==> config.mk <==
export PLATFORM = sky130hd
export DESIGN_NAME = clb_tile
export DESIGN_NICKNAME = d
export VERILOG_FILES = /design/src/fabric_cfg_pkg.sv /design/src/fabric_io_pkg.sv /design/src/slice_io_if.sv /design/src/cfg_shift_reg.sv /design/src/cfg_loader.sv /design/src/clb_slice.sv /design/src/connection_block.sv /design/src/switch_box.sv /design/src/clb_tile.sv
export VERILOG_INCLUDE_DIRS = /design/src
export SDC_FILE = /design/constraint.sdc
export NUM_CORES = 1
export LEC_CHECK = 0
export BUFFER_PORTS_ARGS = -buffer_cell sky130_fd_sc_hd__buf_2
export CORE_AREA = 2 2 137 139
export CTS_CLUSTER_SIZE = 20
export DETAILED_ROUTE_END_ITERATION = 16
export DIE_AREA = 0 0 139 141
export GPL_ROUTABILITY_DRIVEN = 0
export PLACE_DENSITY = 0.66
export SLEW_MARGIN = 20
export SYNTH_ARGS = -nofsm -noshare
export SYNTH_HDL_FRONTEND = slang
export SYNTH_SLANG_ARGS = --single-unit
==> constraint.sdc <==
create_clock -name clk -period 4.2 [get_ports clk]
set_input_delay 0.63 -clock clk [delete_from_list [all_inputs] [get_ports clk]]
set_output_delay 0.63 -clock clk [all_outputs]
set_load 0.01 [all_outputs]
==> src/fabric_config.svh <==
`ifndef FABRIC_CONFIG_SVH
`define FABRIC_CONFIG_SVH

// Single-length tracks on each side of the tile
`define FAB_WS 4

// Logic slice geometry
`define FAB_NUM_LUTS 2
`define FAB_LUT_K 4

// Connection block picks one of the eight inbound track bits
`define FAB_CB_SEL_W 3

// Switch box picks one of sixteen sources
`define FAB_SB_SEL_W 4

// Host word shifted into the chain per handshake
`define FAB_CFG_WORD_W 16

`endif

==> src/fabric_cfg_pkg.sv <==
`include "fabric_config.svh"

package fabric_cfg_pkg;

  localparam int LUT_TT_W = 1 << `FAB_LUT_K;
  localparam int LUT_PINS = `FAB_NUM_LUTS * `FAB_LUT_K;

  // Per LUT truth table indexed by its inputs and sync select for the flip-flop
  typedef struct packed {
    logic [LUT_TT_W-1:0] truth_table;
    logic                sync_sel;
  } lut_cfg_t;

  typedef struct packed {
    lut_cfg_t [`FAB_NUM_LUTS-1:0] lut;
  } slice_cfg_t;

  // One selector per LUT input pin
  typedef struct packed {
    logic [LUT_PINS-1:0][`FAB_CB_SEL_W-1:0] in_sel;
  } cb_cfg_t;

  // One selector per outbound track
  typedef struct packed {
    logic [`FAB_WS-1:0][`FAB_SB_SEL_W-1:0] north_sel;
    logic [`FAB_WS-1:0][`FAB_SB_SEL_W-1:0] east_sel;
  } sb_cfg_t;

  localparam int SLICE_CFG_LEN = $bits(slice_cfg_t);
  localparam int CB_CFG_LEN    = $bits(cb_cfg_t);
  localparam int SB_CFG_LEN    = $bits(sb_cfg_t);

  // Whole serial chain with the slice segment at the head
  localparam int CFG_CHAIN_LEN = SLICE_CFG_LEN + CB_CFG_LEN + SB_CFG_LEN;

endpackage

==> src/fabric_io_pkg.sv <==
`include "fabric_config.svh"

package fabric_io_pkg;

  // Group of single-length tracks on one side
  typedef logic [`FAB_WS-1:0] track_t;

  // LUT input pins with LUT0 in the low nibble and bit 0 as address LSB
  typedef logic [`FAB_NUM_LUTS*`FAB_LUT_K-1:0] lut_in_t;

  // One output per LUT
  typedef logic [`FAB_NUM_LUTS-1:0] lut_out_t;

  // Source numbering shared by the connection block and the switch box
  localparam int SRC_WEST  = 0;
  localparam int SRC_SOUTH = SRC_WEST + `FAB_WS;
  localparam int SRC_LUT   = SRC_SOUTH + `FAB_WS;

  // Sources above the LUT outputs read as constant zero
  localparam int SRC_COUNT = 1 << `FAB_SB_SEL_W;

endpackage

==> src/slice_io_if.sv <==
`timescale 1ns/1ns

interface slice_io_if;
  import fabric_io_pkg::*;

  lut_in_t  lut_in;
  lut_out_t lut_out;
  logic     carry_in;
  logic     carry_out;

  // Connection block feeds the LUT pins
  modport cb (output lut_in);

  modport slice (
    input  lut_in,
    input  carry_in,
    output lut_out,
    output carry_out
  );

  // Switch box routes the LUT outputs onto outbound tracks
  modport sb (input lut_out);

endinterface

==> src/cfg_shift_reg.sv <==
`timescale 1ns/1ns

module cfg_shift_reg #(
  parameter type cfg_t = fabric_cfg_pkg::slice_cfg_t
) (
  input  logic clk,
  input  logic rst,
  input  logic shift,
  input  logic set,
  input  logic data_in,
  output logic data_out,
  output cfg_t cfg
);

  localparam int W = $bits(cfg_t);

  logic [W-1:0] shift_q;
  logic [W-1:0] active_q;

  // Bit 0 sits at the head and the oldest bit leaves from the top
  always_ff @(posedge clk) begin
    if (rst) begin
      shift_q <= '0;
    end else if (shift) begin
      shift_q <= {shift_q[W-2:0], data_in};
    end
  end

  // Shadow copy only goes live on set
  always_ff @(posedge clk) begin
    if (rst) begin
      active_q <= '0;
    end else if (set) begin
      active_q <= shift_q;
    end
  end

  assign data_out = shift_q[W-1];
  assign cfg      = cfg_t'(active_q);

  // Loader never commits a segment while it is still moving
  a_no_shift_during_set : assert property (
    @(posedge clk) disable iff (rst) !(shift && set)
  );

endmodule

==> src/cfg_loader.sv <==
`timescale 1ns/1ns
`include "fabric_config.svh"

module cfg_loader (
  input  logic                       clk,
  input  logic                       rst,
  input  logic                       cfg_req,
  input  logic                       cfg_last,
  input  logic [`FAB_CFG_WORD_W-1:0] cfg_word,
  output logic                       cfg_ack,
  output logic                       cfg_shift,
  output logic                       cfg_data,
  output logic                       cfg_set
);
  import fabric_cfg_pkg::*;

  localparam int WORD_W = `FAB_CFG_WORD_W;
  localparam int CNT_W  = $clog2(WORD_W);
  localparam int FILL_W = $clog2(CFG_CHAIN_LEN + 1);

  typedef enum logic [2:0] {
    ST_IDLE,
    ST_SHIFT,
    ST_SET,
    ST_ACK,
    ST_RELEASE
  } state_t;

  state_t            state;
  logic [CNT_W-1:0]  bit_cnt;
  logic [WORD_W-1:0] word_q;
  logic              last_q;
  logic              ack_q;
  logic              capture;
  logic [FILL_W-1:0] fill_cnt;

  // New word only once the previous ack has dropped
  assign capture = (state == ST_IDLE) && cfg_req && !ack_q;

  always_ff @(posedge clk) begin
    if (rst) begin
      state   <= ST_IDLE;
      bit_cnt <= '0;
      last_q  <= 1'b0;
      ack_q   <= 1'b0;
    end else begin
      case (state)
        ST_IDLE: begin
          if (capture) begin
            state   <= ST_SHIFT;
            bit_cnt <= '0;
            last_q  <= cfg_last;
          end
        end
        ST_SHIFT: begin
          bit_cnt <= bit_cnt + 1'b1;
          if (bit_cnt == CNT_W'(WORD_W - 1)) begin
            state <= last_q ? ST_SET : ST_ACK;
          end
        end
        ST_SET:  state <= ST_ACK;
        ST_ACK: begin
          ack_q <= 1'b1;
          state <= ST_RELEASE;
        end
        ST_RELEASE: begin
          if (!cfg_req) begin
            ack_q <= 1'b0;
            state <= ST_IDLE;
          end
        end
        default: state <= ST_IDLE;
      endcase
    end
  end

  // MSB leaves first
  always_ff @(posedge clk) begin
    if (capture) begin
      word_q <= cfg_word;
    end else if (state == ST_SHIFT) begin
      word_q <= {word_q[WORD_W-2:0], 1'b0};
    end
  end

  // Count of bits moved into the chain since the last commit up to the full length
  always_ff @(posedge clk) begin
    if (rst) begin
      fill_cnt <= '0;
    end else if (cfg_set) begin
      fill_cnt <= '0;
    end else if (cfg_shift && fill_cnt != FILL_W'(CFG_CHAIN_LEN)) begin
      fill_cnt <= fill_cnt + 1'b1;
    end
  end

  assign cfg_shift = (state == ST_SHIFT);
  assign cfg_set   = (state == ST_SET);
  assign cfg_data  = word_q[WORD_W-1];
  assign cfg_ack   = ack_q;

  a_no_ack_while_shifting : assert property (
    @(posedge clk) disable iff (rst) !(cfg_ack && cfg_shift)
  );

  a_set_one_cycle : assert property (
    @(posedge clk) disable iff (rst) cfg_set |=> !cfg_set
  );

  // A commit needs a full chain of fresh bits behind it
  a_set_after_full_frame : assert property (
    @(posedge clk) disable iff (rst) cfg_set |-> fill_cnt == FILL_W'(CFG_CHAIN_LEN)
  );

endmodule

==> src/clb_slice.sv <==
`timescale 1ns/1ns
`include "fabric_config.svh"

module clb_slice (
  input  logic                       clk,
  input  logic                       rst,
  input  logic                       cen,
  input  fabric_cfg_pkg::slice_cfg_t cfg,
  slice_io_if.slice                  pins
);
  import fabric_io_pkg::*;

  localparam int K = `FAB_LUT_K;

  lut_out_t lut_comb;
  lut_out_t lut_q;
  logic     carry_prop;
  logic     carry_gen;

  // Each LUT reads its truth table at the address on its own pin group
  always_comb begin
    for (int i = 0; i < `FAB_NUM_LUTS; i++) begin
      lut_comb[i] = cfg.lut[i].truth_table[pins.lut_in[i*K +: K]];
    end
  end

  always_ff @(posedge clk) begin
    if (rst) begin
      lut_q <= '0;
    end else if (cen) begin
      lut_q <= lut_comb;
    end
  end

  // Sync select picks the flip-flop over the combinational result
  always_comb begin
    for (int i = 0; i < `FAB_NUM_LUTS; i++) begin
      pins.lut_out[i] = cfg.lut[i].sync_sel ? lut_q[i] : lut_comb[i];
    end
  end

  // One-bit carry stage with LUT0 as propagate and LUT1 as generate
  assign carry_prop     = lut_comb[0];
  assign carry_gen      = lut_comb[1];
  assign pins.carry_out = carry_prop ? pins.carry_in : carry_gen;

  // Output flip-flops hold whenever the clock enable is low
  a_ff_hold_without_cen : assert property (
    @(posedge clk) disable iff (rst) !cen |=> $stable(lut_q)
  );

endmodule

==> src/connection_block.sv <==
`timescale 1ns/1ns
`include "fabric_config.svh"

module connection_block (
  input  fabric_cfg_pkg::cb_cfg_t cfg,
  input  fabric_io_pkg::track_t   west_single,
  input  fabric_io_pkg::track_t   south_single,
  slice_io_if.cb                  pins
);
  import fabric_io_pkg::*;

  localparam int NUM_PINS    = $bits(lut_in_t);
  localparam int NUM_INBOUND = 1 << `FAB_CB_SEL_W;

  logic [NUM_INBOUND-1:0] inbound;
  lut_in_t                lut_sel;

  // Inbound bits follow the shared source numbering
  always_comb begin
    inbound = '0;
    inbound[SRC_WEST +: `FAB_WS]  = west_single;
    inbound[SRC_SOUTH +: `FAB_WS] = south_single;
  end

  // One selector per LUT pin
  always_comb begin
    for (int i = 0; i < NUM_PINS; i++) begin
      lut_sel[i] = inbound[cfg.in_sel[i]];
    end
  end

  assign pins.lut_in = lut_sel;

endmodule

==> src/switch_box.sv <==
`timescale 1ns/1ns
`include "fabric_config.svh"

module switch_box (
  input  fabric_cfg_pkg::sb_cfg_t cfg,
  input  fabric_io_pkg::track_t   west_single,
  input  fabric_io_pkg::track_t   south_single,
  slice_io_if.sb                  pins,
  output fabric_io_pkg::track_t   north_single,
  output fabric_io_pkg::track_t   east_single
);
  import fabric_io_pkg::*;

  logic [SRC_COUNT-1:0] sources;

  // Unused source numbers above the LUT outputs stay at zero
  always_comb begin
    sources = '0;
    sources[SRC_WEST +: `FAB_WS]         = west_single;
    sources[SRC_SOUTH +: `FAB_WS]        = south_single;
    sources[SRC_LUT +: `FAB_NUM_LUTS]    = pins.lut_out;
  end

  // North tracks
  always_comb begin
    for (int i = 0; i < `FAB_WS; i++) begin
      north_single[i] = sources[cfg.north_sel[i]];
    end
  end

  // East tracks
  always_comb begin
    for (int i = 0; i < `FAB_WS; i++) begin
      east_single[i] = sources[cfg.east_sel[i]];
    end
  end

endmodule

==> src/clb_tile.sv <==
`timescale 1ns/1ns
`include "fabric_config.svh"

module clb_tile (
  input  logic                       clk,
  input  logic                       rst,
  input  logic                       cen,
  input  logic [`FAB_WS-1:0]         west_single,
  input  logic [`FAB_WS-1:0]         south_single,
  output logic [`FAB_WS-1:0]         north_single,
  output logic [`FAB_WS-1:0]         east_single,
  input  logic                       carry_in,
  output logic                       carry_out,
  input  logic                       cfg_req,
  input  logic                       cfg_last,
  input  logic [`FAB_CFG_WORD_W-1:0] cfg_word,
  output logic                       cfg_ack,
  output logic                       chain_out
);
  import fabric_cfg_pkg::*;

  // Chain order is loader, slice, connection block, switch box
  logic cfg_shift;
  logic cfg_set;
  logic chain_head;
  logic slice_so;
  logic cb_so;

  slice_cfg_t slice_cfg;
  cb_cfg_t    cb_cfg;
  sb_cfg_t    sb_cfg;

  slice_io_if pins_if ();

  // Carry runs straight through the tile boundary
  assign pins_if.carry_in = carry_in;
  assign carry_out        = pins_if.carry_out;

  cfg_loader loader_i (
    .clk       (clk),
    .rst       (rst),
    .cfg_req   (cfg_req),
    .cfg_last  (cfg_last),
    .cfg_word  (cfg_word),
    .cfg_ack   (cfg_ack),
    .cfg_shift (cfg_shift),
    .cfg_data  (chain_head),
    .cfg_set   (cfg_set)
  );

  cfg_shift_reg #(.cfg_t(slice_cfg_t)) slice_cfg_i (
    .clk      (clk),
    .rst      (rst),
    .shift    (cfg_shift),
    .set      (cfg_set),
    .data_in  (chain_head),
    .data_out (slice_so),
    .cfg      (slice_cfg)
  );

  cfg_shift_reg #(.cfg_t(cb_cfg_t)) cb_cfg_i (
    .clk      (clk),
    .rst      (rst),
    .shift    (cfg_shift),
    .set      (cfg_set),
    .data_in  (slice_so),
    .data_out (cb_so),
    .cfg      (cb_cfg)
  );

  cfg_shift_reg #(.cfg_t(sb_cfg_t)) sb_cfg_i (
    .clk      (clk),
    .rst      (rst),
    .shift    (cfg_shift),
    .set      (cfg_set),
    .data_in  (cb_so),
    .data_out (chain_out),
    .cfg      (sb_cfg)
  );

  clb_slice slice_i (
    .clk  (clk),
    .rst  (rst),
    .cen  (cen),
    .cfg  (slice_cfg),
    .pins (pins_if)
  );

  connection_block cb_i (
    .cfg          (cb_cfg),
    .west_single  (west_single),
    .south_single (south_single),
    .pins         (pins_if)
  );

  switch_box sb_i (
    .cfg          (sb_cfg),
    .west_single  (west_single),
    .south_single (south_single),
    .pins         (pins_if),
    .north_single (north_single),
    .east_single  (east_single)
  );

endmodule

Word-level counts from Yosys, hierarchy flattened
Cells that the tools add are included.
Operators by class
  reduce and logical (&&, ||, !) cells: 11
  eq/ne operators: 8
  mux-type cells: 50
  add/subtract/negate cells: 1
  order comparisons: 18
Operator list (count)
  4-bit by 5-bit < comparator with 1-bit output (second input constant): 10
  1-bit binary-select mux with 4-bit select: 10
  3-bit by 4-bit < comparator with 1-bit output (second input constant): 8
  16-bit two-way mux: 2
  1-bit binary-select mux with 3-bit select: 8
  1-bit two-way mux: 23
  3-bit case mux with 5 select lines: 1
  3-bit two-way mux: 3
  4-bit case mux with 2 select lines: 1
  3-bit by 2-bit == test with 1-bit output (second input constant): 2
  2-bit AND reduction: 3
  2-bit nonzero test: 3
  4-bit by 1-bit adder with 4-bit output (second input constant): 1
  4-bit == test (second input constant): 1
  4-bit two-way mux: 1
  2-bit inequality test (second input constant): 2
  3-bit by 1-bit == test with 1-bit output (second input constant): 1
  3-bit == test (second input constant): 1
  3-bit zero test: 1
  3-bit AND reduction: 1
  1-bit logical AND: 2
  2-bit by 1-bit inequality test with 1-bit output (second input constant): 1
  1-bit case mux with 2 select lines: 1
  1-bit zero test: 1
Storage, ports and cells
  input bits: 30
  logic and storage cells: 100
  register bits: 207
  output and inout bits: 11

Depth between registers and ports, before layout
Gate-level depths: netlist of the first run.
  word-level depth: 7
  depth in mapped cells: 8
  gate-level depth less buffers: 7

Hierarchy
Synthesis of the first run repeated with hierarchy kept, for this count alone.
Second synthesis, totals
  cell total of the unflattened synthesis: 792
  area, all modules: 9372.7 µm²
Modules (own cells, without submodules)
  cfg_shift_reg (slice_cfg_i): area an instance 2488.6 µm², cells an instance 220, instances 1, sequential area each 1361.3 µm²
  cfg_shift_reg (sb_cfg_i): area an instance 2339.7 µm², cells an instance 207, instances 1, sequential area each 1281.2 µm²
  cfg_shift_reg (cb_cfg_i): area an instance 1746.7 µm², cells an instance 155, instances 1, sequential area each 960.9 µm²
  cfg_loader: area an instance 1209.9 µm², cells an instance 85, instances 1, sequential area each 660.6 µm²
  switch_box: area an instance 698.2 µm², cells an instance 74, instances 1, sequential area each 0.0 µm²
  connection_block: area an instance 510.5 µm², cells an instance 24, instances 1, sequential area each 0.0 µm²
  clb_slice: area an instance 379.1 µm², cells an instance 27, instances 1, sequential area each 40.0 µm²

Worst setup path after synthesis of the first run
No wires, ideal clock.
  path kind: input -> output
  start: in south_single[1]
  end: out north_single[3]
  stages on the path: 8
  arrival: 2.545 ns
  buffers on the path: 1
  slack: 1.025 ns
  required time: 3.570 ns
  cells stage by stage: mux4_2 -> mux2i_4 -> mux2i_1 -> a22oi_1 -> a311o_1 -> buf_2 -> a31oi_1 -> o31ai_2
On the way
  longest elaborated chain between the ends: 7
  elaborated cells on any way between the ends: 24
  classes of those cells: mux: 24
Ends and longest elaborated chain
  start, declared: RTL line clb_tile.sv:9  | input logic [`FAB_WS-1:0] south_single,
  1-bit binary-select mux with 3-bit select: RTL line connection_block.sv:28  | lut_sel[i] = inbound[cfg.in_sel[i]];
  1-bit two-way mux (implied by the code): RTL line connection_block.sv:28
  1-bit binary-select mux with 4-bit select: RTL line clb_slice.sv:23  | lut_comb[i] = cfg.lut[i].truth_table[pins.lut_in[i*K +: K]];
  1-bit two-way mux (implied by the code): RTL line clb_slice.sv:23
  1-bit two-way mux: RTL line clb_slice.sv:38  | pins.lut_out[i] = cfg.lut[i].sync_sel ? lut_q[i] : lut_comb[i];
  1-bit binary-select mux with 4-bit select (*): RTL line switch_box.sv:27  | north_single[i] = sources[cfg.north_sel[i]];
  1-bit two-way mux (implied by the code) (*): RTL line switch_box.sv:27
  end, declared: RTL line clb_tile.sv:10  | output logic [`FAB_WS-1:0] north_single,
Every way passes the cells marked *; elsewhere a longest branch is shown, timed or not. The select of a mux whose other input is x is not followed.

Worst setup path after layout of the first run
  start: reg cb_cfg_i.active_q[12] (netlist: cb_cfg_i.cfg[12])
  end: out north_single[3]
On the way
  longest elaborated chain between the ends: 7
Ends and longest elaborated chain
  start, declared: RTL line cfg_shift_reg.sv:18  | logic [W-1:0] active_q;
  start signal, assigned: RTL line cfg_shift_reg.sv:34  | active_q <= shift_q;
  1-bit binary-select mux with 3-bit select: RTL line connection_block.sv:28
  1-bit two-way mux (implied by the code): RTL line connection_block.sv:28
  1-bit binary-select mux with 4-bit select: RTL line clb_slice.sv:23
  1-bit two-way mux (implied by the code): RTL line clb_slice.sv:23
  1-bit two-way mux: RTL line clb_slice.sv:38
  1-bit binary-select mux with 4-bit select: RTL line switch_box.sv:27
  1-bit two-way mux (implied by the code): RTL line switch_box.sv:27
Every way passes these cells. The select of a mux whose other input is x is not followed.

==> results.txt, run 1 <==
status: finished clean
share of the synthesized area in the top cell type: 0.4308
Hold Violations, Final: 0
Synth Flop Type: dfxtp_1
vias: 7083
Starting DRT DRC Count: 597
CTS Hold Bufs: 0
Syn. warnings: 0
worst reg-to-reg setup slack: 1790 ps
Post-DP Area: 9201 µm²
Post-CTS Setup Inserts: 0
drt total wl: 20.36 mm
Power Density: 435.2 nW/µm²
fin crit period: 3915 ps
gr usage total: 0.2058
Final Instance Area: 9982 µm²
TritonCTS clock tree: done
Crit Path Category: register to output port
Min-Delay Endpoint: loader_i.last_q
WP data required: 3570 ps
Final Slew Violations: 0
clock buffer depth: 3
worst hold path type: primary input to register
Worst Setup End Kind: output port
Crit Path Max Fanout: 8
ratio of cells with drive above 1 in the final layout: 0.1431
placed insts: 1242
synth top area cells: dfxtp_1 43%, nand2_1 16%, a21oi_1 10%
non-filler cells, final: 1282
I/O pin total: 41
VDD IR max: 0.4098 mV
grt ovf: 0
fin crit share: 0.9322
syn avg cell area: 8.591 µm²
Pre-antenna DRT Iters: 5
Crit path buffers/inverters: 1
MaxCap Viol Count: 0
Detail Placement HPWL: 12.53 mm
Post-synth top cells: 371 x nand2_1, 191 x dfxtp_1, 186 x a21oi_1
initial core utilization: 0.4858
r2r worst-path depth: 7
number of remaining DRC errors: 0
clock latency on the worst-skew pair: 500 ps
Startpoint Class: register
register bit total from synthesis: 207
Synth cell types: 39
Syn-to-layout area delta: 12.48%
RSZ-0062 raised after global routing: no
register area share after synthesis: 0.4850
cts repair resizes: 0
Peak Freq: 0.2554 GHz
WL/cell: 15.88 µm
Synth area leader: dfxtp_1
TNS Setup: 0 ps
largest net degree at the start of global routing: 144
synthesized cell area: 8875 µm²
most common cell in the synthesized netlist: nand2_1
ANT nets after route: 0
die height: 141 µm
Net Count, Synth: 1064
relative slew slack: 0.2608
Top Family by Delay on Critical Path: multiplexers
ANT cells: 0
Worst Hold Launch: cfg_last
vias in the first global route: 6481
Max H-tree Level: 1
CP Cell Sequence: mux4_2, mux2i_4, mux2i_1, a22oi_1, a311o_1, a31oi_1, o31ai_2, buf_2
area of the core: 18270 µm²
die width: 139 µm
clock skew: 9.924 ps
Port Buffers: 40
hold depth: 3
setup violators final: 0
TritonCTS Sinks: 207
EDFF count, synth: 16
worst-margin pin slew: 1109 ps
cell row count: 50
initial antenna violation count: 0
Cells after Synth: 1033
Worst-path clk slew: 60 ps
Worst EP arrival: 3290 ps
Async S/R FF share, synth: 0
Final nets: 1064
first-pass GRT wire length: 33.60 mm
Max stage delay cell, worst path: mux4_2
leakage power: 3.231 nW
die area: 19600 µm²
Reg-to-Reg End: slice_i.lut_q[0]
vias per std cell: 5.525
worst r2r src: cb_cfg_i.cfg[0]
Root Buffer: clkbuf_16
CTS Buf Count: 23
CP peak stage delay: 550 ps
area by class of cell:
cell class,count,area [µm²]
clock inverter,10,106.4
sequential,207,4304
multi-input combinational,749,4298
timing repair buffer,48,291.5
inverter,4,15.01
tap,234,292.8
fill,1702,8285
clock buffer,30,674.4
registers in the layout, summed over array words and instances, names as in the netlist:
name and flops:
cb_cfg_i.cfg 24, cb_cfg_i.shift_q 24, loader_i.bit_cnt 4, loader_i.cfg_ack 1
loader_i.last_q 1, loader_i.state 3, loader_i.word_q 16, sb_cfg_i.cfg 32
sb_cfg_i.shift_q 32, slice_cfg_i.cfg 34, slice_cfg_i.shift_q 34, slice_i.lut_q 2
per-layer routing:
| metal | wire length [µm] | up-vias | track usage |
|---|---|---|---|
| met5 | 0 | - | 0 |
| met4 | 392 | 0 | 0.04944 |
| li1 | - | 3533 | - |
| met2 | 9358 | 167 | 0.3326 |
| met1 | 9567 | 3352 | 0.2919 |
| met3 | 1037 | 31 | 0.03261 |
power breakdown:
group | switching [W] | leakage (nW) | internal (W)
registers | 0.00000945 | 1.70 | 0.00202
clock network | 0.000802 | 0.388 | 0.00125
logic | 0.000167 | 1.15 | 0.0000899
total | 0.000979 | 3.23 | 0.00337
metrics by stage:
stage          hold slack, ps  setup slack, ps  utilization  total power, W
6_report                384.5            284.9       0.5464        0.004344
5_1_grt                 399.1            127.2       0.5464        0.004485
4_1_cts                 377.5            278.5       0.5464        0.004383
3_5_place_dp            447.5            452.0       0.5037        0.002332
3_3_place_gp            450.0            501.6       0.5037        0.002331
2_1_floorplan           435.7             1025            -        0.002253
worst min-delay path, cell delays in order:
cell     delay (ps)
buf_2            80
mux2i_1          60
nor2_1           70
logic make-up after synthesis:
family / Yosys count / synth area share
flip-flops: 207 / 0.4850
adder cells (fa/ha/maj): 1 / 0.001410
AO/OA/AOI/OAI: 224 / 0.1368
AND/OR/NAND/NOR: 439 / 0.1967
multiplexers: 85 / 0.1475
buffers and inverters: 77 / 0.03271
how the worst max path moves through the flow:
| stage | startpoint | to | slack [ps] | depth (start not counted) |
|---|---|---|---|---|
| floorplan | south_single[1] | north_single[3] | 1020 | 8 |
| global placement | south_single[1] | north_single[3] | 500 | 9 |
| detailed placement | south_single[1] | north_single[3] | 450 | 9 |
| CTS | cb_cfg_i.cfg[12] | north_single[3] | 280 | 8 |
| global route | cb_cfg_i.cfg[12] | east_single[2] | 130 | 8 |
| finish | cb_cfg_i.cfg[12] | north_single[3] | 280 | 8 |
cell usage in the layout, fill, tap and decap left out, types with 4 or more instances in the layout:
| cell type | n |
|---|---|
| nand2_1 | 371 |
| dfxtp_1 | 191 |
| a21oi_1 | 186 |
| buf_2 | 39 |
| nor2_1 | 36 |
| mux2i_1 | 31 |
| mux4_2 | 30 |
| clkbuf_16 | 25 |
| mux2_2 | 20 |
| edfxtp_1 | 16 |
| a31oi_1 | 10 |
| nand3b_1 | 8 |
| and4_1 | 7 |
| o21ai_1 | 7 |
| a22oi_1 | 6 |
| clkinv_2 | 6 |
| buf_4 | 6 |
| nand3_1 | 4 |
| inv_1 | 4 |
No activity file was read; power rests on OpenSTA's default activity.
==> run 2, diff against run 1 <==
Settings changed: CTS_BUF_LIST from default to sky130_fd_sc_hd__clkbuf_2 sky130_fd_sc_hd__clkbuf_4 sky130_fd_sc_hd__clkbuf_8, HOLD_SLACK_MARGIN from default to 0.06.
==> results.txt, run 2 (same netlist as run 1, synthesis figures left out) <==
fin crit share: 0.9377 (+0.005538)
die width: 139 µm (unchanged)
largest net degree at the start of global routing: 144 (unchanged)
Fillers: 1726 (+1.4%)
setup violators final: 0 (unchanged)
Max H-tree Level: 2 (+1)
Worst-path clk slew: 60 ps (about the same)
CTS Buf Count: 36 (+57%)
Final Instance Area: 9897 µm² (-0.85%)
ANT cells: 0 (unchanged)
gr usage total: 0.2095 (+0.003726)
TritonCTS clock tree: done
Port Buffers: 40 (unchanged)
Final nets: 1077 (+1.2%)
drt total wl: 20.44 mm (+0.41%)
Post-DP Area: 9201 µm² (unchanged)
Final Slew Violations: 0 (unchanged)
Startpoint Class: register
die height: 141 µm (unchanged)
area of the core: 18270 µm² (unchanged)
Worst Setup End Kind: output port
met2 Usage GRT: 0.3345 (+0.001815)
cts repair resizes: 0 (unchanged)
Hold Violations, Final: 0 (unchanged)
WP data required: 3570 ps (about the same)
Top Usage Layer GRT: met2
Max stage delay cell, worst path: mux4_2
Detail Placement HPWL: 12.53 mm (unchanged)
Pre-antenna DRT Iters: 5 (unchanged)
Crit Path Category: register to output port
clock buffer depth: 3 (unchanged)
VDD IR max: 0.2640 mV (-36%)
hold_ws: 376.9 ps (-7.667 ps)
relative slew slack: 0.2738 (+0.01299)
Root Buffer: clkbuf_8
leakage power: 3.214 nW (-0.52%)
Worst EP arrival: 3310 ps (+20 ps)
TritonCTS Sinks: 207 (unchanged)
initial core utilization: 0.4858 (unchanged)
vias per std cell: 5.511 (-0.26%)
leading cell type in the layout, fill and taps excluded: nand2_1
cell row count: 50 (unchanged)
die area: 19600 µm² (unchanged)
Starting DRT DRC Count: 559 (-6.4%)
commonest cells after routing, fill and taps aside: 371 x nand2_1, 191 x dfxtp_1, 186 x a21oi_1, 44 x clkbuf_8, 39 x buf_2
MaxCap Viol Count: 0 (unchanged)
worst hold path type: primary input to register
Crit path buffers/inverters: 1 (unchanged)
CP peak stage delay: 550 ps (about the same)
grt ovf: 0 (unchanged)
fin crit period: 3938 ps (+23.26 ps)
Multi-input gate area: 4298 µm² (unchanged)
CTS Hold Bufs: 0 (unchanged)
Top Family by Delay on Critical Path: multiplexers
initial antenna violation count: 0 (unchanged)
Crit Path Max Fanout: 8 (unchanged)
clock latency on the worst-skew pair: 510 ps (about the same)
Peak Freq: 0.2539 GHz (-0.59%)
Reg area: 4304 µm² (unchanged)
met3 usage: 0.04110 (+0.008492)
vias: 7153 (+0.99%)
vias in the first global route: 6622 (+2.2%)
I/O pin total: 41 (unchanged)
WL/cell: 15.75 µm (-0.83%)
Power Density: 413.4 nW/µm² (-5.0%)
Post-CTS Setup Inserts: 0 (unchanged)
RSZ-0062 raised after global routing: no
Syn-to-layout area delta: 11.52%
ANT nets after route: 0 (unchanged)
number of remaining DRC errors: 0 (unchanged)
worst-margin pin slew: 1089 ps (-19.48 ps)
clock skew: 11.83 ps (+1.903 ps)
first-pass GRT wire length: 33.93 mm (+1.0%)
ratio of cells with drive above 1 in the final layout: 0.1579 (+0.01476)
CP Cell Sequence: mux4_2, mux2i_4, mux2i_1, a22oi_1, a311o_1, a31oi_1, o31ai_2, buf_2
worst reg-to-reg setup slack: 1800 ps (about the same)
status: finished clean
met1 Use GR: 0.2885 (-0.003473)
TNS Setup: 0 ps (unchanged)
run 2: cell types whose count changed in the layout (fill, tap and decap cells not counted):
cell / before / now
clkbuf_1: 2 / 0
clkbuf_16: 25 / 0
bufinv_16: 2 / 0
clkinvlp_4: 1 / 0
clkinv_2: 6 / 0
clkbuf_8: 3 / 44
inv_6: 1 / 0
clkbuf_4: 0 / 12
run 2: path summary, 6_finish.rpt:
kind,endpoint,startpoint,depth (start not counted)
setup / recovery,north_single[3],cb_cfg_i.cfg[12],8
hold / removal,loader_i.last_q,cfg_last,3
setup reg to reg,slice_i.lut_q[0],cb_cfg_i.cfg[0],7
hold reg to reg,slice_cfg_i.cfg[29],slice_cfg_i.cfg[29],2
run 2: area by class of cell:
cell class              count  share of cell area
multi-input cells         749              0.4343
flip-flops and latches    207              0.4349
well taps                 234             0.02958
repair buffers             48             0.02946
inverters                   4            0.001517
clock buffers              56             0.07029
run 2: worst min-delay path, delay by kind of cell:
| family | cells | cell delay (ps) |
|---|---|---|
| buf+inv | 1 | 80 |
| simple gates | 1 | 80 |
| mux | 1 | 60 |
run 2: metal layers:
metal  wire length [µm]  vias to the layer above
met5                  0                        -
met3               1188                       41
li1                   -                     3542
met4                466                        0
met2               9276                      194
met1               9508                     3376
run 2: power breakdown:
group          leakage [nW]  switching, W  total [W]  internal (W)
Combinational          1.15      0.000168   0.000258     0.0000899
Sequential             1.70    0.00000951    0.00203       0.00202
Clock                 0.372      0.000765    0.00180       0.00104
run 2: stage by stage:
stage / worst slack (ps) / utilization / power (W) / cells
global placement: 501.6 / 0.5037 / 0.002331 / 1242
floorplan: 1025 / - / 0.002253 / 1033
CTS: 253.5 / 0.5418 / 0.004142 / 1298
finish: 261.6 / 0.5418 / 0.004092 / 1298
global route: 108.6 / 0.5418 / 0.004262 / 1298
detailed placement: 452.0 / 0.5037 / 0.002332 / 1242
